**config.mk**
```make
export PLATFORM = sky130hd
export DESIGN_NAME = regfile
export DESIGN_NICKNAME = d
export VERILOG_FILES = /design/src/source/core_pkg.sv /design/src/source/regfile.sv
export SDC_FILE = /design/constraint.sdc
export NUM_CORES = 2
export LEC_CHECK = 0
export BUFFER_PORTS_ARGS = -buffer_cell sky130_fd_sc_hd__buf_2
export CAP_MARGIN = 25
export CORE_ASPECT_RATIO = 2
export CORE_UTILIZATION = 41
export DETAILED_ROUTE_END_ITERATION = 10
export GPL_TIMING_DRIVEN = 1
export PLACE_DENSITY = 0.62
export SLEW_MARGIN = 40
export SYNTH_ARGS = -nofsm -noshare
export SYNTH_HDL_FRONTEND = slang
export SYNTH_SLANG_ARGS = --single-unit
```
**constraint.sdc**
```tcl
create_clock -name aclk -period 2.4 [get_ports aclk]
set_input_delay 0.24 -clock aclk [delete_from_list [all_inputs] [get_ports aclk]]
set_output_delay 0.24 -clock aclk [all_outputs]
set_load 0.005 [all_outputs]
```
**src/source/core_pkg.sv**
```systemverilog
`default_nettype none

package core_pkg;

  localparam int xlen        = 32;
  localparam int reg_addr_w  = 5;
  localparam int fetch_width = 4;
  localparam int imm_w       = 18;

  // anything not listed here executes as a no-op
  typedef enum logic [3:0] {
    op_add  = 4'h1,
    op_sub  = 4'h2,
    op_and  = 4'h3,
    op_or   = 4'h4,
    op_xor  = 4'h5,
    op_addi = 4'h6,
    op_ori  = 4'h7
  } op_e;

  typedef struct packed {
    op_e                   op;
    logic [reg_addr_w-1:0] rd;
    logic [reg_addr_w-1:0] rs1;
    logic [reg_addr_w-1:0] rs2;
    logic [12:0]           unused;
  } instr_rr_t;

  typedef struct packed {
    op_e                   op;
    logic [reg_addr_w-1:0] rd;
    logic [reg_addr_w-1:0] rs1;
    logic [imm_w-1:0]      imm;
  } instr_ri_t;

  // op, rd and rs1 line up in both views
  typedef union packed {
    instr_rr_t rr;
    instr_ri_t ri;
  } instr_u;

  typedef struct packed {
    logic [xlen-1:0] pc;
    instr_u          instr;
  } ib_entry_t;

  typedef struct packed {
    logic [xlen-1:0]               pc;
    instr_u [fetch_width-1:0]      instr;
    logic [2:0]                    count;
  } fetch_grp_t;

  typedef struct packed {
    logic                  valid;
    logic [xlen-1:0]       pc;
    op_e                   op;
    logic [reg_addr_w-1:0] rd;
    logic [xlen-1:0]       opa;
    logic [xlen-1:0]       opb;
  } issue_pkt_t;

  typedef struct packed {
    logic                  valid;
    logic [reg_addr_w-1:0] rd;
    logic [xlen-1:0]       data;
  } fwd_t;

  typedef struct packed {
    logic                  valid;
    logic [xlen-1:0]       pc;
    logic                  we;
    logic [reg_addr_w-1:0] rd;
    logic [xlen-1:0]       data;
  } commit_t;

  function automatic logic writes_rd(input op_e op);
    return op inside {op_add, op_sub, op_and, op_or, op_xor, op_addi, op_ori};
  endfunction

  // register format, rs2 is a real source
  function automatic logic is_rr(input op_e op);
    return op inside {op_add, op_sub, op_and, op_or, op_xor};
  endfunction

endpackage

`default_nettype wire

```
**src/source/regfile.sv**
```systemverilog
`timescale 1ns/1ps
`default_nettype none

module regfile (
  input  wire                                    aclk,
  input  wire                                    rst_n,
  input  wire [3:0][core_pkg::reg_addr_w-1:0]    raddr,
  output logic [3:0][core_pkg::xlen-1:0]         rdata,
  input  wire core_pkg::commit_t                 wr0,
  input  wire core_pkg::commit_t                 wr1
);

  // r0 has no storage
  logic [core_pkg::xlen-1:0] regs [1:31];

  always_ff @(posedge aclk or negedge rst_n) begin
    if (!rst_n) begin
      for (int i = 1; i < 32; i++) begin
        regs[i] <= '0;
      end
    end else begin
      if (wr0.valid && wr0.we && wr0.rd != '0) regs[wr0.rd] <= wr0.data;
      // port 1 is younger, last write wins
      if (wr1.valid && wr1.we && wr1.rd != '0) regs[wr1.rd] <= wr1.data;
    end
  end

  always_comb begin
    for (int k = 0; k < 4; k++) begin
      rdata[k] = (raddr[k] == '0) ? '0 : regs[raddr[k]];
    end
  end

endmodule

`default_nettype wire

```
* After elaboration in Yosys (flattened, before gate mapping)
Index checks and enable logic that the tools add are counted.
Widths: inputs -> output; s select.
** Storage, ports and cells
- Bits in registers :: 992
- Input port bits :: 164
- Output and inout port bits :: 128
- Logic and storage cells :: 81
** Cells by class
- Magnitude comparators :: 8
- Multiplexer cells :: 24
- Bitwise operators :: 6
- Reduce and logical (&&, ||, !) cells :: 12
** Operator list (count)
- $bwmux 992 :: 2
- $mux 992 :: 2
- $bmux 32 s5 :: 4
- $mux 32 :: 14
- $demux 32 s5 :: 2
- $ge 6x6->1 const B :: 6
- $not 5->6 :: 6
- $logic_not 5->1 :: 4
- $lt 6x1->1 const B :: 2
- $reduce_bool 5->1 :: 2
- $logic_and 1x1->1 :: 6

* Logic depth before layout (Yosys ltp)
- Depth after elaboration :: 9
- Depth in mapped cells :: 9

* Least setup slack after synthesis
No wires, ideal clock.
- Path type :: input to output
- Start :: input port raddr[0] in the netlist's numbering
- End :: output port rdata[22] in the netlist's numbering
- Arrival time :: 1.736 ns
- Data required time :: 2.160 ns
- Slack :: 0.424 ns
- Cell stages on the path :: 8
- Cells stage by stage :: buf_4 > buf_4 > buf_2 > mux4_2 > nand2_1 > nand3_1 > o211ai_1 > o21ai_0
** RTL lines
- start: declaration :: line regfile.sv:7 : input wire [3:0][core_pkg::reg_addr_w-1:0] raddr,
- end: declaration :: line regfile.sv:8 : output logic [3:0][core_pkg::xlen-1:0] rdata,

==> flow_summary.json <==
{
  "rows": 227,
  "worstPathArrival_ns": 2.90,
  "cts_root_buf": "clkbuf_16",
  "post-dp-hpwl_mm": 284,
  "finalInstanceArea_mm2": 0.0979,
  "crit_path_start_kind": "flop",
  "synth-seq-cells": 992,
  "max_freq_ghz": 0.319,
  "leakagePower_nw": 39.5,
  "dieArea_mm2": 0.195,
  "synth_cell_types": 57,
  "dp_slack_ns": -0.683,
  "syn_inst": 7747,
  "setup_viol": 128,
  "grt_pass1_wl_mm": 594,
  "h-tree-depth": 3,
  "worstPathCellList": "mux4_2 > nand2_1 > nand2_1 > o211ai_1 > buf_4 > o21ai_4 > buf_6",
  "cp_common_cell": "nand2_1",
  "overflow": 0,
  "synth.top_cell.area_share_pct": 31.3,
  "final_cell_mix": "nand2_1, mux2i_1, dfrtp_1, mux4_2, buf_4",
  "final_common_cell": "nand2_1",
  "drc": 0,
  "final_core_util_pct": 51.2,
  "synth_edf_count": 0,
  "drv_cap": 0,
  "hold_viol_final": 0,
  "syn-cell-area_mm2": 0.0792,
  "detail_route.first_pass.iterations": 8,
  "relSlewSlack_pct": 35.8,
  "core-area_mm2": 0.191,
  "hold_ws_ns": 0.0452,
  "skew_ns": 0,
  "clkTransAtPathRegs_ns": 0.07,
  "crit_path_max_incr_delay_ns": 0.64,
  "pin_count": 292,
  "critPathMaxFanout": 2,
  "drt_iter0_drc": 10949,
  "syn-num-nets": 7911,
  "slowest_stage": "o211ai_1",
  "rsz0062_at_grt": "true",
  "fp.dieW_um": 313,
  "violations": "setup timing",
  "status": "complete, but fails checks",
  "tightest_slew_ns": 0.963,
  "avgViaCountPerCell": 7.24,
  "clk_latency_ns": 0.75,
  "end_kind": "output pin",
  "fill_cells": 17167,
  "yosysSeqAreaShare_pct": 31.3,
  "clock_sinks": 992,
  "crit_start": "regs[253]",
  "io_buffers": 227,
  "post_drt_wl_per_cell_um": 39.4,
  "maxSlewViolCount": 0,
  "grt_usage_pct": 43.0,
  "dpl.cell_count": 10443,
  "antenna_found_initial": 39,
  "placed_area_mm2": 0.0899,
  "top_regs": "regs (992)",
  "p_total_mw": 70.3,
  "syn_avg_cell_area_um2": 10.2,
  "layoutNonFillerInstCount": 10858,
  "async_flop_share_pct": 100,
  "start_util_pct": 41.4,
  "grt_pass1_vias": 76500,
  "cp_num_buf_inv": 2,
  "cp_top_family": "compound AO/OA/AOI/OAI gates",
  "period_share_pct": 131,
  "synthFlopType": "dfrtp_1",
  "p_per_area_mw_per_mm2": 718,
  "setup_ws_ns": -0.740,
  "post-route-min-period_ns": 3.14,
  "tritoncts": "yes",
  "reg2reg_from": "regs[146]",
  "syn_to_final_growth_pct": 23.6,
  "hp-class": "in -> async",
  "grt_max_degree": 104,
  "largest_reg_flops": 992,
  "cts_buffer_depth": 3,
  "num_vias": 78572,
  "cts_buffers": 99,
  "place.gp.congestion": 1.02,
  "fp.dieH_um": 624,
  "drive_gt1_share_pct": 36.9,
  "top_register": "regs",
  "ant_nets": 0,
  "synthTopCellsByArea": "dfrtp_1, mux4_2, mux2i_1, nand2_1, a21oi_1",
  "finalWirelength_mm": 428,
  "nets": 8397,
  "synth_top_cell_by_area": "dfrtp_1",
  "final.setup.tns_ns": -38.80,
  "ir_drop_mv": 0.715,
  "yosys_warnings": 0,
  "worstSetupPathType": "reg -> out",
  "required_ns": 2.16
}
-- path summary, 6_finish.rpt --
path,cells after the start,to,slack [ns]
max in group asynchronous,3,regs[215],1.11
max reg2reg,5,regs[146],1.30
min reg2reg,2,regs[706],0.60
min,2,regs[331],0.05
min in group aclk,3,regs[689],0.05
max,7,rdata[125],-0.74
-- synth_stat cells, types with 60 or more instances --
master / instances
nand2_1: 1032
dfrtp_1: 992
mux2i_1: 992
mux4_2: 828
a21oi_1: 610
o21ai_0: 585
clkbuf_1: 560
nor2_1: 486
buf_2: 207
mux2_2: 168
a22oi_1: 145
a32oi_1: 145
o21ai_1: 120
nor2b_1: 112
nor3_1: 106
buf_4: 99
a221oi_1: 95
nand3_1: 78
o211ai_1: 75
a211oi_1: 60
-- routing by layer --
| layer | GRT usage, % | wire, um | up-vias |
|---|---|---|---|
| met2 | 64.7 | 187000 | 7052 |
| met5 | 0 | 214 | - |
| li1 | - | - | 30239 |
| met4 | 40.3 | 50400 | 28 |
| met1 | 47.7 | 135000 | 38840 |
| met3 | 14.4 | 55900 | 2413 |
-- timing repair --
| item | in CTS | in global routing |
|---|---|---|
| pin swaps | 169 | 154 |
| gates resized for setup | 486 | 291 |
| endpoints found under the hold margin | 358 | 0 |
| buffers inserted | 167 | 80 |
| hold buffers | 8 | 0 |
| endpoints found under the setup margin | 128 | 128 |
-- final cells by class --
type / count / area [um2] / area share (%)
diodes: 23 / 57.6 / 0.0588
clock inverters: 49 / 656 / 0.669
clock buffers: 135 / 2860 / 2.92
flip-flops and latches: 992 / 24900 / 25.5
repair buffers: 1335 / 13500 / 13.8
well taps: 2519 / 3150 / 3.22
inverters: 4 / 20.0 / 0.0204
multi-input cells: 5801 / 52700 / 53.8
-- cell families (layout without fill, tap and decap cells) --
logic type | after synthesis | after routing | share of synthesized area (%)
AOI/OAI and AO/OA | 1877 | 1877 | 14.1
buffers and inverters | 954 | 1523 | 5.66
DFF | 992 | 992 | 31.3
muxes | 1988 | 1988 | 38.5
other | 0 | 23 | 0
and+or+nand+nor | 1936 | 1936 | 10.5
-- power breakdown --
part | switching, mW | leakage (nW) | internal [mW]
Sequential | 5.42 | 12.5 | 20.7
Clock | 7.91 | 1.73 | 9.89
Combinational | 12.2 | 25.3 | 14.1
Total | 25.6 | 39.5 | 44.7
Note: power is estimated with default switching activity, not from simulation.
