[config.mk]
export PLATFORM = sky130hd
export DESIGN_NAME = exe_lane
export DESIGN_NICKNAME = d
export VERILOG_FILES = /design/src/source/core_pkg.sv /design/src/source/exe_lane.sv
export SDC_FILE = /design/constraint.sdc
export NUM_CORES = 1
export LEC_CHECK = 0
export ABC_AREA = 1
export ABC_CLOCK_PERIOD_IN_PS = 4110
export BUFFER_PORTS_ARGS = -buffer_cell sky130_fd_sc_hd__buf_2
export CORE_ASPECT_RATIO = 1.25
export CORE_UTILIZATION = 53
export DETAILED_ROUTE_END_ITERATION = 8
export HOLD_SLACK_MARGIN = 0.03
export PLACE_DENSITY = 0.83
export SYNTH_ARGS = -nofsm -noshare
export SYNTH_HDL_FRONTEND = slang
export SYNTH_SLANG_ARGS = --single-unit
export TNS_END_PERCENT = 100
[constraint.sdc]
create_clock -name aclk -period 4.11 [get_ports aclk]
set_input_delay 0.822 -clock aclk [delete_from_list [all_inputs] [get_ports aclk]]
set_output_delay 0.822 -clock aclk [all_outputs]
set_load 0.02 [all_outputs]
[src/source/core_pkg.sv]
`default_nettype none

package core_pkg;

  localparam int xlen        = 32;
  localparam int reg_addr_w  = 5;
  localparam int fetch_width = 4;
  localparam int imm_w       = 18;

  // anything not listed here executes as a no-op
  typedef enum logic [3:0] {
    op_add  = 4'h1,
    op_sub  = 4'h2,
    op_and  = 4'h3,
    op_or   = 4'h4,
    op_xor  = 4'h5,
    op_addi = 4'h6,
    op_ori  = 4'h7
  } op_e;

  typedef struct packed {
    op_e                   op;
    logic [reg_addr_w-1:0] rd;
    logic [reg_addr_w-1:0] rs1;
    logic [reg_addr_w-1:0] rs2;
    logic [12:0]           unused;
  } instr_rr_t;

  typedef struct packed {
    op_e                   op;
    logic [reg_addr_w-1:0] rd;
    logic [reg_addr_w-1:0] rs1;
    logic [imm_w-1:0]      imm;
  } instr_ri_t;

  // op, rd and rs1 line up in both views
  typedef union packed {
    instr_rr_t rr;
    instr_ri_t ri;
  } instr_u;

  typedef struct packed {
    logic [xlen-1:0] pc;
    instr_u          instr;
  } ib_entry_t;

  typedef struct packed {
    logic [xlen-1:0]               pc;
    instr_u [fetch_width-1:0]      instr;
    logic [2:0]                    count;
  } fetch_grp_t;

  typedef struct packed {
    logic                  valid;
    logic [xlen-1:0]       pc;
    op_e                   op;
    logic [reg_addr_w-1:0] rd;
    logic [xlen-1:0]       opa;
    logic [xlen-1:0]       opb;
  } issue_pkt_t;

  typedef struct packed {
    logic                  valid;
    logic [reg_addr_w-1:0] rd;
    logic [xlen-1:0]       data;
  } fwd_t;

  typedef struct packed {
    logic                  valid;
    logic [xlen-1:0]       pc;
    logic                  we;
    logic [reg_addr_w-1:0] rd;
    logic [xlen-1:0]       data;
  } commit_t;

  function automatic logic writes_rd(input op_e op);
    return op inside {op_add, op_sub, op_and, op_or, op_xor, op_addi, op_ori};
  endfunction

  // register format, rs2 is a real source
  function automatic logic is_rr(input op_e op);
    return op inside {op_add, op_sub, op_and, op_or, op_xor};
  endfunction

endpackage

`default_nettype wire

[src/source/exe_lane.sv]
`timescale 1ns/1ps
`default_nettype none

module exe_lane (
  input  wire                        aclk,
  input  wire                        rst_n,
  input  wire core_pkg::issue_pkt_t  pkt,
  output core_pkg::fwd_t             ex_fwd,
  output core_pkg::commit_t          commit
);

  logic [core_pkg::xlen-1:0] result;
  logic                      we;

  always_comb begin
    case (pkt.op)
      core_pkg::op_add, core_pkg::op_addi: result = pkt.opa + pkt.opb;
      core_pkg::op_sub:                    result = pkt.opa - pkt.opb;
      core_pkg::op_and:                    result = pkt.opa & pkt.opb;
      core_pkg::op_or, core_pkg::op_ori:   result = pkt.opa | pkt.opb;
      core_pkg::op_xor:                    result = pkt.opa ^ pkt.opb;
      default:                             result = '0;
    endcase
  end

  // no-ops and r0 targets still retire, just without a write
  assign we = pkt.valid && core_pkg::writes_rd(pkt.op) && (pkt.rd != '0);

  assign ex_fwd = '{valid: we, rd: pkt.rd, data: result};

  always_ff @(posedge aclk or negedge rst_n) begin
    if (!rst_n) begin
      commit <= '0;
    end else begin
      commit <= '{
        valid: pkt.valid,
        pc:    pkt.pc,
        we:    we,
        rd:    pkt.rd,
        data:  result
      };
    end
  end

endmodule

`default_nettype wire

Word level (Yosys, flattened, before mapping):

Cells that the tools add are included.

* register bits: 71
* input port bits: 108
* output and inout bits: 109
* word-level logic and storage cells: 24

* $add $sub $neg: 2
* equality and inequality tests: 7
* multiplexer cells: 1
* bitwise logic cells: 3
* reductions and logical operators: 6

Operators by type and width (number)
* 32-bit case mux with 5 select lines: 1
* 32-bit adder: 1
* 32-bit bitwise AND: 1
* 32-bit OR: 1
* 32-bit subtractor: 1
* 32-bit bitwise XOR: 1
* 4-bit by 3-bit equality test with 1-bit output (second input constant): 4
* 4-bit by 2-bit equality test with 1-bit output (second input constant): 2
* 7-bit nonzero test: 1
* 5-bit nonzero test: 1
* 4-bit by 1-bit equality test with 1-bit output (second input constant): 1
* 2-bit OR reduction: 2
* 1-bit logical AND: 2

Depth between registers and ports, before layout:

* depth in word-level cells: 4
* mapped depth: 24
* mapped depth without buffers: 24

Least setup slack after synthesis:

Ideal clock, no wire load.

* path kind: input to output
* from: input port pkt[1] (netlist bit)
* to: output port ex_fwd[27] (netlist bit)
* data arrival time: 3.119 ns
* data required time: 3.288 ns
* path slack: 0.169 ns
* cell stages on the path: 21
* path buffers: 0
* path through: inv_1 -> ha_1 -> nand3_1 -> nor2_2 -> nand2_2 -> nor2_2 -> nand2_1 -> nand2_1 -> nand3_1 -> xor2_1 -> ha_1 -> nand2_1 -> inv_1 -> nand2_1 -> nand2_1 -> o21bai_1 -> nor2_1 -> nand2_1 -> nand2_1 -> nand3_1 -> nand2_1

RTL lines
* from (decl): RTL line exe_lane.sv:7 `input wire core_pkg::issue_pkt_t pkt,`
* to (decl): RTL line exe_lane.sv:8 `output core_pkg::fwd_t ex_fwd,`

==> key figures <==
Timing
  • Hold slack final: 570 ps
  • Slew margin rel.: 38.1%
  • Crit path time final: 4930 ps
  • F_max: 203 MHz
  • Setup violations, final: 28
  • Max Slew Vio Count: 0
  • Unrepaired setup endpoints after global routing: yes
  • Sum Neg Setup Slack: -12,850 ps
  • Worst setup margin: -823 ps
  • Post-route clock period utilization: 120%
  • Worst-Margin Slew: 929 ps
  • Final hold vios: 0

Clocking
  • Clk pin slew, worst setup/hold paths: ~70 ps
  • Clock root buffer: clkbuf_16
  • Clock tree buffer depth: 2
  • Total CTS buffers: 9
  • CTS tree: yes
  • H-tree Lvls: 3
  • CTS hold repair buffers: 0
  • Clock sinks: 71

Run
  • Max cap viols: 0

Drt
  • DR iter-0 viols: between 1,000 and 1,500
  • Routed Antenna Nets: 0
  • Vias per cell: approximately 5.9
  • WL final: between 30,000 and 40,000 um
  • Drt wl/cell: 21.8 um
  • DRC: 0
  • Vias: between 9,000 and 10,000
  • Drt pass-1 iters: 9

Logic synthesis
  • Syn Nets: 1,202
  • Post-synth top flop: dfrtp_1
  • Mapped Cells: ~1,000
  • Share of the synthesized area in the top cell type: 26.1%
  • Seq/Total Area, Yosys: 26.1%
  • Synthesized cell area: 0.00681 mm^2
  • Syn_area_per_cell: roughly 7 um^2
  • Synthesized flop and latch total: 71
  • Synth warn: 0
  • Ys async rst share: 100%
  • Post-synth EDFFs: 0
  • Area leader, netlist: dfrtp_1
  • Largest cells by area after synthesis: dfrtp_1, ha_1, nand2_1
  • Synth cell types: 38

Floorplanning
  • Boundary Pins: around 220
  • Die height: about 130 um
  • Cell row count: between 40 and 50
  • Die Area: 0.0133 mm^2
  • Initial core utilization: 55.3%
  • Core region area: 0.0123 mm^2
  • Die Wd: between 100 and 150 um

Final layout
  • Commonest non-fill, non-tap cell in the layout: nand2_1
  • Most frequent cells in the layout: nand2_1, buf_2, inv_1
  • Largest regs: commit x71
  • Max reg flops: 71
  • Layout cells sized above 1: 44.9%
  • Filler cells: 695
  • Final net count: roughly 1,600
  • Most flops, register: commit
  • Area growth syn-to-layout: 54.9%

Placement
  • Routability Congestion: between 0.9 and 1
  • Post-DP HPWL: about 19,000 um
  • I/O Buffers: 216
  • Setup WS pre-CTS: -515 ps

Critical path
  • CP Capture Type: primary output
  • Critical setup path kind: in2out
  • Worst Path Buf+Inv: 5
  • Required time at the worst-slack endpoint: 3290 ps
  • Startpoint Class: input port
  • Crit Path Max Fanout: 4
  • Worst-path cell chain: buf_2 -> inv_2 -> nand3_1 -> inv_2 -> nand2_2 -> nand2_1 -> o21ai_1 -> xor2_1 -> ha_1 -> nand2_2 -> inv_2 -> nand2_1 -> nand2_2 -> a21oi_4 -> nand2_4 -> or2_2 -> nand3_1 -> nand3b_1 -> buf_6
  • Slowest stage delay, CP: 350 ps
  • Slowest cell on the critical path: ha_1
  • CP top delay family: simple AND/OR/NAND/NOR gates
  • Crit path DAT: 4110 ps

Status
  • Failing checks: setup timing
  • Status: finished with violations

Power
  • P per Cell Area: 289 mW/mm^2
  • Worst VDD drop: 0.219 mV
  • Leakage: around 6 nW

Global routing
  • Vias in the first global route: 8,364
  • First-pass GRT wire length: around 41,000 um
  • Initial antenna violation count: 2
  • Largest net degree at the start of global routing: 72
  • Overflow after GRT: 0
  • Tot GR Track Use: 41.1%

Worst hold path
  • Hold Path Class: in2reg
[where the power goes]
| part | internal (W) | switching (W) |
|---|---|---|
| Combinational | 0.000585 | 0.000890 |
| Sequential | 0.000756 | 0.0000181 |
| Clock | 0.000423 | 0.000375 |
[kinds of logic after synthesis]
| group | Yosys count | synth area share [%] |
|---|---|---|
| buffers and inverters | 205 | 12.1 |
| flip-flops | 71 | 26.1 |
| XOR/XNOR | 32 | 4.11 |
| adder cells (fa/ha/maj) | 97 | 17.9 |
| AND/OR/NAND/NOR | 505 | 31.3 |
| AO/OA/AOI/OAI | 87 | 8.43 |
[synth_stat cells, types with 3 or more instances]
master,count
a31oi_1,4
ha_1,96
nor2_2,5
a21oi_1,28
clkbuf_1,4
xor2_1,30
nor2_1,90
dfrtp_1,71
inv_1,180
nand2_1,299
nor3_1,11
o21bai_1,4
or2_2,10
nand2_2,7
a221oi_1,16
o211a_1,3
buf_4,10
o2111ai_1,8
nand4_1,11
o21ai_0,13
nand3_1,58
inv_2,5
nand3b_1,9
buf_2,4
o21ai_1,4
[metal layers]
| layer | global-route usage (%) | vias to the layer above | wire length, um |
|---|---|---|---|
| met5 | 0 | - | 0 |
| met4 | 30.3 | 0 | 3440 |
| met3 | 12.1 | 333 | 4410 |
| met2 | 70.9 | 762 | 15200 |
| met1 | 41.2 | 4132 | 10300 |
| li1 | - | 3864 | - |
[metrics by stage]
step,instances,power [W],instance area [um^2],utilization (%)
after global routing,1532,0.00318,10600,85.6
after global placement,1480,0.00184,8920,72.3
after detailed placement,1480,0.00186,8920,72.3
after CTS,1514,0.00277,9980,80.9
final,1532,0.00305,10600,85.6
after floorplan,997,0.00139,6810,-
[what timing repair did]
item | in CTS | in global routing
cloned | 0 | 0
setup buffers | 18 | 17
pin swaps | 66 | 68
resized for setup | 175 | 131
endpoints found under the setup margin | 26 | 29
[cell type report]
| type | count | area (um^2) | share of cell area (%) |
|---|---|---|---|
| Antenna cell | 1 | 2.50 | 0.0237 |
| Clock buffer | 9 | 225 | 2.13 |
| Clock inverter | 7 | 61.3 | 0.581 |
| Inverter | 185 | 709 | 6.72 |
| Multi-Input combinational cell | 721 | 5070 | 48.0 |
| Sequential cell | 71 | 1780 | 16.8 |
| Tap cell | 164 | 205 | 1.94 |
| Timing Repair Buffer | 374 | 2510 | 23.7 |
[final timing paths]
| kind | end | startpoint | slack (ps) | cells after the start |
|---|---|---|---|---|
| setup / recovery | ex_fwd[14] | pkt[2] | -820 | 19 |
| hold / removal | commit[52] | pkt[87] | 570 | 1 |
| max in group asynchronous | commit[18] | rst_n | 2890 | 1 |
| min in group asynchronous | commit[20] | rst_n | 590 | 1 |
(Power assumes the default switching activity.)
