## src/source/core_pkg.sv

```systemverilog
`default_nettype none

package core_pkg;

  localparam int xlen        = 32;
  localparam int reg_addr_w  = 5;
  localparam int fetch_width = 4;
  localparam int imm_w       = 18;

  // anything not listed here executes as a no-op
  typedef enum logic [3:0] {
    op_add  = 4'h1,
    op_sub  = 4'h2,
    op_and  = 4'h3,
    op_or   = 4'h4,
    op_xor  = 4'h5,
    op_addi = 4'h6,
    op_ori  = 4'h7
  } op_e;

  typedef struct packed {
    op_e                   op;
    logic [reg_addr_w-1:0] rd;
    logic [reg_addr_w-1:0] rs1;
    logic [reg_addr_w-1:0] rs2;
    logic [12:0]           unused;
  } instr_rr_t;

  typedef struct packed {
    op_e                   op;
    logic [reg_addr_w-1:0] rd;
    logic [reg_addr_w-1:0] rs1;
    logic [imm_w-1:0]      imm;
  } instr_ri_t;

  // op, rd and rs1 line up in both views
  typedef union packed {
    instr_rr_t rr;
    instr_ri_t ri;
  } instr_u;

  typedef struct packed {
    logic [xlen-1:0] pc;
    instr_u          instr;
  } ib_entry_t;

  typedef struct packed {
    logic [xlen-1:0]               pc;
    instr_u [fetch_width-1:0]      instr;
    logic [2:0]                    count;
  } fetch_grp_t;

  typedef struct packed {
    logic                  valid;
    logic [xlen-1:0]       pc;
    op_e                   op;
    logic [reg_addr_w-1:0] rd;
    logic [xlen-1:0]       opa;
    logic [xlen-1:0]       opb;
  } issue_pkt_t;

  typedef struct packed {
    logic                  valid;
    logic [reg_addr_w-1:0] rd;
    logic [xlen-1:0]       data;
  } fwd_t;

  typedef struct packed {
    logic                  valid;
    logic [xlen-1:0]       pc;
    logic                  we;
    logic [reg_addr_w-1:0] rd;
    logic [xlen-1:0]       data;
  } commit_t;

  function automatic logic writes_rd(input op_e op);
    return op inside {op_add, op_sub, op_and, op_or, op_xor, op_addi, op_ori};
  endfunction

  // register format, rs2 is a real source
  function automatic logic is_rr(input op_e op);
    return op inside {op_add, op_sub, op_and, op_or, op_xor};
  endfunction

endpackage

`default_nettype wire

```

## src/source/issue_stage.sv

```systemverilog
`timescale 1ns/1ps
`default_nettype none

module issue_stage #(
  parameter int ib_depth = 8
) (
  input  wire                                          aclk,
  input  wire                                          rst_n,
  input  wire core_pkg::ib_entry_t                     head0,
  input  wire core_pkg::ib_entry_t                     head1,
  input  wire [$clog2(ib_depth):0]                     occupancy,
  output logic [1:0]                                   pop_num,
  output logic [3:0][core_pkg::reg_addr_w-1:0]         rf_raddr,
  input  wire [3:0][core_pkg::xlen-1:0]                rf_rdata,
  input  wire core_pkg::fwd_t                          ex_fwd0,
  input  wire core_pkg::fwd_t                          ex_fwd1,
  input  wire core_pkg::commit_t                       wb0,
  input  wire core_pkg::commit_t                       wb1,
  output core_pkg::issue_pkt_t                         pkt0,
  output core_pkg::issue_pkt_t                         pkt1
);

  logic                         v0;
  logic                         v1;
  logic                         wr0;
  logic                         hazard;
  logic                         issue1;
  logic [3:0][core_pkg::xlen-1:0] opnd;

  function automatic core_pkg::issue_pkt_t build_pkt(
    input logic                  valid,
    input core_pkg::ib_entry_t   ent,
    input logic [core_pkg::xlen-1:0] a,
    input logic [core_pkg::xlen-1:0] rs2_val
  );
    core_pkg::issue_pkt_t p;
    p.valid = valid;
    p.pc    = ent.pc;
    p.op    = ent.instr.rr.op;
    p.rd    = ent.instr.rr.rd;
    p.opa   = a;
    case (ent.instr.ri.op)
      core_pkg::op_addi:
        p.opb = {{(core_pkg::xlen - core_pkg::imm_w){ent.instr.ri.imm[core_pkg::imm_w-1]}},
                 ent.instr.ri.imm};
      core_pkg::op_ori:
        p.opb = {{(core_pkg::xlen - core_pkg::imm_w){1'b0}}, ent.instr.ri.imm};
      default:
        p.opb = rs2_val;
    endcase
    return p;
  endfunction

  assign v0  = (occupancy != '0);
  assign v1  = (occupancy >= 2);
  assign wr0 = core_pkg::writes_rd(head0.instr.rr.op) && (head0.instr.rr.rd != '0);

  // second slot may not read what the first one writes
  assign hazard = wr0 && ((head1.instr.rr.rs1 == head0.instr.rr.rd) ||
                          (core_pkg::is_rr(head1.instr.rr.op) &&
                           head1.instr.rr.rs2 == head0.instr.rr.rd));
  assign issue1  = v1 && !hazard;
  assign pop_num = !v0 ? 2'd0 : (issue1 ? 2'd2 : 2'd1);

  assign rf_raddr[0] = head0.instr.rr.rs1;
  assign rf_raddr[1] = head0.instr.rr.rs2;
  assign rf_raddr[2] = head1.instr.rr.rs1;
  assign rf_raddr[3] = head1.instr.rr.rs2;

  // oldest source first, younger ones override
  always_comb begin
    for (int k = 0; k < 4; k++) begin
      opnd[k] = rf_rdata[k];
      if (wb0.valid && wb0.we && wb0.rd == rf_raddr[k]) opnd[k] = wb0.data;
      if (wb1.valid && wb1.we && wb1.rd == rf_raddr[k]) opnd[k] = wb1.data;
      if (ex_fwd0.valid && ex_fwd0.rd == rf_raddr[k]) opnd[k] = ex_fwd0.data;
      if (ex_fwd1.valid && ex_fwd1.rd == rf_raddr[k]) opnd[k] = ex_fwd1.data;
    end
  end

  always_ff @(posedge aclk or negedge rst_n) begin
    if (!rst_n) begin
      pkt0 <= '0;
      pkt1 <= '0;
    end else begin
      pkt0 <= build_pkt(v0, head0, opnd[0], opnd[1]);
      pkt1 <= build_pkt(issue1, head1, opnd[2], opnd[3]);
    end
  end

  // lane 1 only ever carries the younger of a pair
  assert property (@(posedge aclk) disable iff (!rst_n)
    pkt1.valid |-> pkt0.valid && (pkt1.pc == pkt0.pc + core_pkg::xlen'(4)));

endmodule

`default_nettype wire

```

## config.mk

```make
export PLATFORM = sky130hd
export DESIGN_NAME = issue_stage
export DESIGN_NICKNAME = d
export VERILOG_FILES = /design/src/source/core_pkg.sv /design/src/source/issue_stage.sv
export SDC_FILE = /design/constraint.sdc
export NUM_CORES = 1
export LEC_CHECK = 0
export BUFFER_PORTS_ARGS = -buffer_cell sky130_fd_sc_hd__buf_2
export CAP_MARGIN = 40
export CORE_AREA = 3 3 277 279
export CTS_BUF_LIST = sky130_fd_sc_hd__clkbuf_8
export DETAILED_ROUTE_END_ITERATION = 10
export DIE_AREA = 0 0 280 282
export SLEW_MARGIN = 20
export SYNTH_ARGS = -nofsm -noshare
export SYNTH_HDL_FRONTEND = slang
export SYNTH_SLANG_ARGS = --single-unit
```

## constraint.sdc

```tcl
create_clock -name aclk -period 3 [get_ports aclk]
set_input_delay 0.15 -clock aclk [delete_from_list [all_inputs] [get_ports aclk]]
set_output_delay 0.15 -clock aclk [all_outputs]
set_load 0.02 [all_outputs]
```

-- After elaboration in Yosys (flattened, before gate mapping)
Index checks and enable logic that the tools add are counted.
W data, S select, Z words.
- register bits: 212
- logic and storage cells: 93
- output and inout bits: 234
- input bits: 480
- reductions and logical operators: 28
- mux-type cells: 20
- equal/unequal tests: 32
- magnitude comparators: 1
- operators by type and width (cell ; count):
    $mux W32 ; 16
    $pmux W32 S2 ; 2
    $eq A5 B5 Y1 ; 18
    $eq A4 B3 Y1 const B ; 8
    $logic_and A1 B1 Y1 ; 22
    $eq A4 B2 Y1 const B ; 4
    $reduce_bool A5 Y1 ; 2
    $eq A4 B1 Y1 const B ; 2
    $reduce_bool A7 Y1 ; 1
    $ge A4 B2 Y1 const B ; 1
    $mux W2 ; 2
    $reduce_bool A4 Y1 ; 1
    $logic_not A1 Y1 ; 1
    $logic_or A1 B1 Y1 ; 1

-- Logic depth before layout (Yosys ltp)
- depth in word-level cells: 9
- depth in mapped cells: 9
- depth with buffers taken out: 6

-- Least setup slack after synthesis
Ideal clock, no wire load.
- path kind: in2reg
- start: in head1[15] in the netlist's numbering
- end: reg pkt1[18] in the netlist's numbering
- arrival time: 1.690 ns
- required time: 2.869 ns
- path buffers: 3
- setup time: 0.131 ns
- slack: 1.178 ns
- stages on the path: 9
- path through: buf_2 > xor2_1 > nor4_1 > and3_1 > buf_2 > nand2b_1 > buf_2 > a2111oi_0 > or3_1
- longest elaborated chain between the ends: 7
- elaborated cells between the ends (all ways): 13
- classes of those cells: eq/ne (4); mux (5); reduce/logical (4)
- ends and longest elaborated chain (item ; line ; text):
    from (decl) ; issue_stage.sv:10 ; input wire core_pkg::ib_entry_t head1,
    $eq A5 B5 Y1 ; issue_stage.sv:74 ; if (wb0.valid && wb0.we && wb0.rd == rf_raddr[k]) opnd[k] = wb0.data;
    $logic_and A1 B1 Y1 ; issue_stage.sv:74 ;
    $mux W32 ; issue_stage.sv:74 ;
    $mux W32 ; issue_stage.sv:75 ; if (wb1.valid && wb1.we && wb1.rd == rf_raddr[k]) opnd[k] = wb1.data;
    $mux W32 ; issue_stage.sv:76 ; if (ex_fwd0.valid && ex_fwd0.rd == rf_raddr[k]) opnd[k] = ex_fwd0.data;
    $mux W32 (*) ; issue_stage.sv:77 ; if (ex_fwd1.valid && ex_fwd1.rd == rf_raddr[k]) opnd[k] = ex_fwd1.data;
    $pmux W32 S2 (*) ; issue_stage.sv:42 ; case (ent.instr.ri.op)
    to (signal assigned) ; issue_stage.sv:87 ; pkt1 <= build_pkt(issue1, head1, opnd[2], opnd[3]);
    to (decl) ; issue_stage.sv:20 ; output core_pkg::issue_pkt_t pkt1
Mark *: on every way between the ends. The rest lies on a longest branch, timed or not.

-- Worst setup path after layout
- start: in head0[16] in the netlist's numbering
- end: reg pkt0[13] in the netlist's numbering
- longest elaborated chain between the ends: 7
- elaborated cells between the ends (all ways): 13
- classes of those cells: eq/ne (4); mux (5); reduce/logical (4)
- ends and longest elaborated chain (item ; line ; text):
    from (decl) ; issue_stage.sv:9 ; input wire core_pkg::ib_entry_t head0,
    $eq A5 B5 Y1 ; issue_stage.sv:74 ;
    $logic_and A1 B1 Y1 ; issue_stage.sv:74 ;
    $mux W32 ; issue_stage.sv:74 ;
    $mux W32 ; issue_stage.sv:75 ;
    $mux W32 ; issue_stage.sv:76 ;
    $mux W32 (*) ; issue_stage.sv:77 ;
    $pmux W32 S2 (*) ; issue_stage.sv:42 ;
    to (signal assigned) ; issue_stage.sv:86 ; pkt0 <= build_pkt(v0, head0, opnd[0], opnd[1]);
    to (decl) ; issue_stage.sv:19 ; output core_pkg::issue_pkt_t pkt0,
Marks and branches as above.

==> flow_summary_export.csv <==
group,metric,value,unit
timing,hold_viol,0,
power_and_ir_drop,p_int,0.00600,W
die,dieHeight,282,um
synthesis,syn_area,12100,um^2
grt,gr-total-overflow,0,
synthesis,synth_seq_cells,212,
placed_design,port_buffers,649,
clocking,max-clock-path-buffers,3,
worst_setup_path,cp-end-kind,"register",
power_and_ir_drop,peakVddDrop,0.241,mV
placed_design,gp_congestion,0.870,
synthesis,synth_nets,1758,
detailed_routing,dr.pass1.iters,5,
clocking,clk_pin_slew,60,ps
worst_hold_path,hp-class,"input port to register",
grt,grt_first_pass_wirelength,107000,um
clocking,cts_buffers,44,
detailed_routing,via_per_inst,4.59,
timing,postLayoutSetupSlackWorst,153,ps
worst_setup_path,cp-start-kind,"input port",
timing,rsz0062_at_grt,"false",
placed_design,hpwlAfterDp,58300,um
clocking,cts_root_buf,"clkbuf_8",
worst_hold_path,min_to,"pkt1[37]$_DFF_PN0_",
synthesis,synth_area_per_cell,9.45,um^2
die,ios,714,
worst_setup_path,worstPathMaxFanout,29,
synthesis,synth_edf_count,0,
synthesis,async_flop_share,100,%
finish,layout-drive-gt1-share,36.9,%
finish,area_growth,65.0,%
synthesis,synth_top_area_cell,"dfrtp_1",
timing,timing.final.crit_period,2850,ps
clocking,htree_levels,2,
worst_hold_path,min_path_cells,4,
power_and_ir_drop,power_frac_clock,39.4,%
die,row_count,100,
detailed_routing,vias,14500,
grt,grt_pass1_vias,14800,
synthesis,yosysWarnings,0,
clocking,cts_num_sinks,212,
power_and_ir_drop,p_sw,0.00276,W
synthesis,syn_inst,1278,
finish,final_nets,2616,
worst_setup_path,cp_data_arrival_time,3330,ps
die,start_util,16.2,%
timing,setup_viol,0,
timing,maxSlewHeadroom,51.8,%
timing,fmax,351,MHz
detailed_routing,routedWlPerCell,24.9,um
power_and_ir_drop,seqPwrFrac,35.9,%
worst_hold_path,min_from,"rf_rdata[69]",
timing,period_share,94.9,%
synthesis,ys.flop_type,"dfrtp_1",
clocking,postCtsSetupBuffers,0,
flow_run,maxCapViolations,0,
timing,max_slew.worst_pin.slew,705,ps
grt,grt_max_degree,92,
die,die_x,280,um
detailed_routing,first_iter_violations,1105,
grt,grt_use_total,18.9,%
synthesis,yosysTopAreaCellShare,43.9,%
power_and_ir_drop,swShare,31.5,%
clocking,cts_tree,"yes",
detailed_routing,wirelength,78300,um
power_and_ir_drop,power.density,439,nW/um^2
die,core,74400,um^2
power_and_ir_drop,p_leak,9.57,nW
detailed_routing,antenna_left,0,
worst_setup_path,worstSetupPathType,"input port to register",
synthesis,synthTopCellsByArea,"dfrtp_1, mux2i_1, a221o_1",
timing,finalMaxSlewViolations,0,
power_and_ir_drop,p_comb_share,24.7,%
detailed_routing,remaining_drc_errors,0,
synthesis,yosysSeqAreaShare,43.9,%
synthesis,synth_commonest_cells,"dfrtp_1, nor2_1, nand2_1",
die,dieArea,79000,um^2
placed_design,place_worst_setup_slack,548,ps
synthesis,yosysMostFrequentCell,"dfrtp_1",
grt,antenna_found_initial,34,
synthesis,ys_types,37,
timing,fin_tns_setup,0,ps
worst_setup_path,crit_required,3480,ps
outcome,outcome,"complete, no violations",
[cell families (layout without fill, tap and decap cells)]
kind of cell,count (synthesis),in the layout,share of synthesized area [%]
and+or+nand+nor,448,448,16.8
AOI/OAI and AO/OA,298,298,19.2
DFF,212,212,43.9
buffers and inverters,137,1026,5.84
muxes,93,93,7.71
xor gates and xnor gates,90,90,6.53
other,0,16,0
[critical path, stage by stage]
cell	delay, ps
buf_2	230
xnor2_1	160
nand4_1	160
nor3_4	320
buf_4	430
buf_4	420
a311o_1	170
dlygate4sd3_1	550
a31oi_1	80
dlygate4sd3_1	560
[metal layers]
layer / global-route usage, % / wire [um]
met1: 22.3 / 30600
met2: 31.2 / 36200
met3: 5.80 / 7490
met4: 9.46 / 3950
met5: 0 / 122
[through the flow]
stage | area, um^2 | instances | hold WS [ps] | util [%] | power [W]
after floorplan | 12100 | 1278 | -146 | - | 0.00401
after global placement | 16500 | 2817 | 246 | 22.2 | 0.00505
after detailed placement | 16500 | 2817 | 250 | 22.2 | 0.00506
after CTS | 19900 | 3136 | 0.261 | 26.7 | 0.00890
after global routing | 19900 | 3141 | 30.8 | 26.7 | 0.00919
final | 19900 | 3152 | 65.3 | 26.8 | 0.00875
[cells in the final DEF (no fill, tap or decap), types with 35 or more instances in the layout]
cell type	synthesis	routed
buf_2	39	648
a221o_1	64	64
buf_4	30	47
or3_1	65	63
o21ai_0	36	36
nand2_1	141	139
a31oi_1	36	36
clkbuf_8	0	52
a311o_1	35	35
xor2_1	55	55
dlygate4sd3_1	0	242
a211oi_1	64	64
xnor2_1	35	35
nor2_1	169	161
mux2i_1	93	93
dfrtp_1	212	212
[power groups by stage]
stage | Sequential, W | Clock, W | Combinational [W]
floorplan | 0.00348 | 0 | 0.000532
finish | 0.00315 | 0.00345 | 0.00216
global placement | 0.00319 | 0 | 0.00186
CTS | 0.00315 | 0.00358 | 0.00217
detailed placement | 0.00319 | 0 | 0.00187
global route | 0.00316 | 0.00371 | 0.00231
[layout make-up]
| type | count | area, um^2 |
|---|---|---|
| flip-flops and latches | 212 | 5310 |
| fillers | 7955 | 54500 |
| well taps | 969 | 1210 |
| clock buffers | 52 | 716 |
| repair buffers | 948 | 6230 |
| inverters | 1 | 3.75 |
| clock inverters | 25 | 238 |
| diodes | 16 | 40.0 |
| multi-input cells | 929 | 6180 |
[worst max-delay path by stage]
stage	start	to	cells past startpoint
6_report	head0[16]	pkt0[13]$_DFF_PN0_	10
5_1_grt	head0[17]	pkt0[0]$_DFF_PN0_	10
4_1_cts	head0[17]	pkt0[0]$_DFF_PN0_	10
3_5_place_dp	head0[14]	pkt0[21]$_DFF_PN0_	7
3_3_place_gp	head0[14]	pkt0[30]$_DFF_PN0_	8
2_1_floorplan	head1[15]	pkt1[18]$_DFF_PN0_	9
[state kept, by name, summed over array words and instances, names as in the netlist]
name / cells
pkt0: 106
pkt1: 106
[repair_timing]
item                      in CTS  in global routing
hold buffers                 242                  0
resized for setup              0                  0
hold endpoints to repair     298                  0
Note: power is estimated with default switching activity, not from simulation.
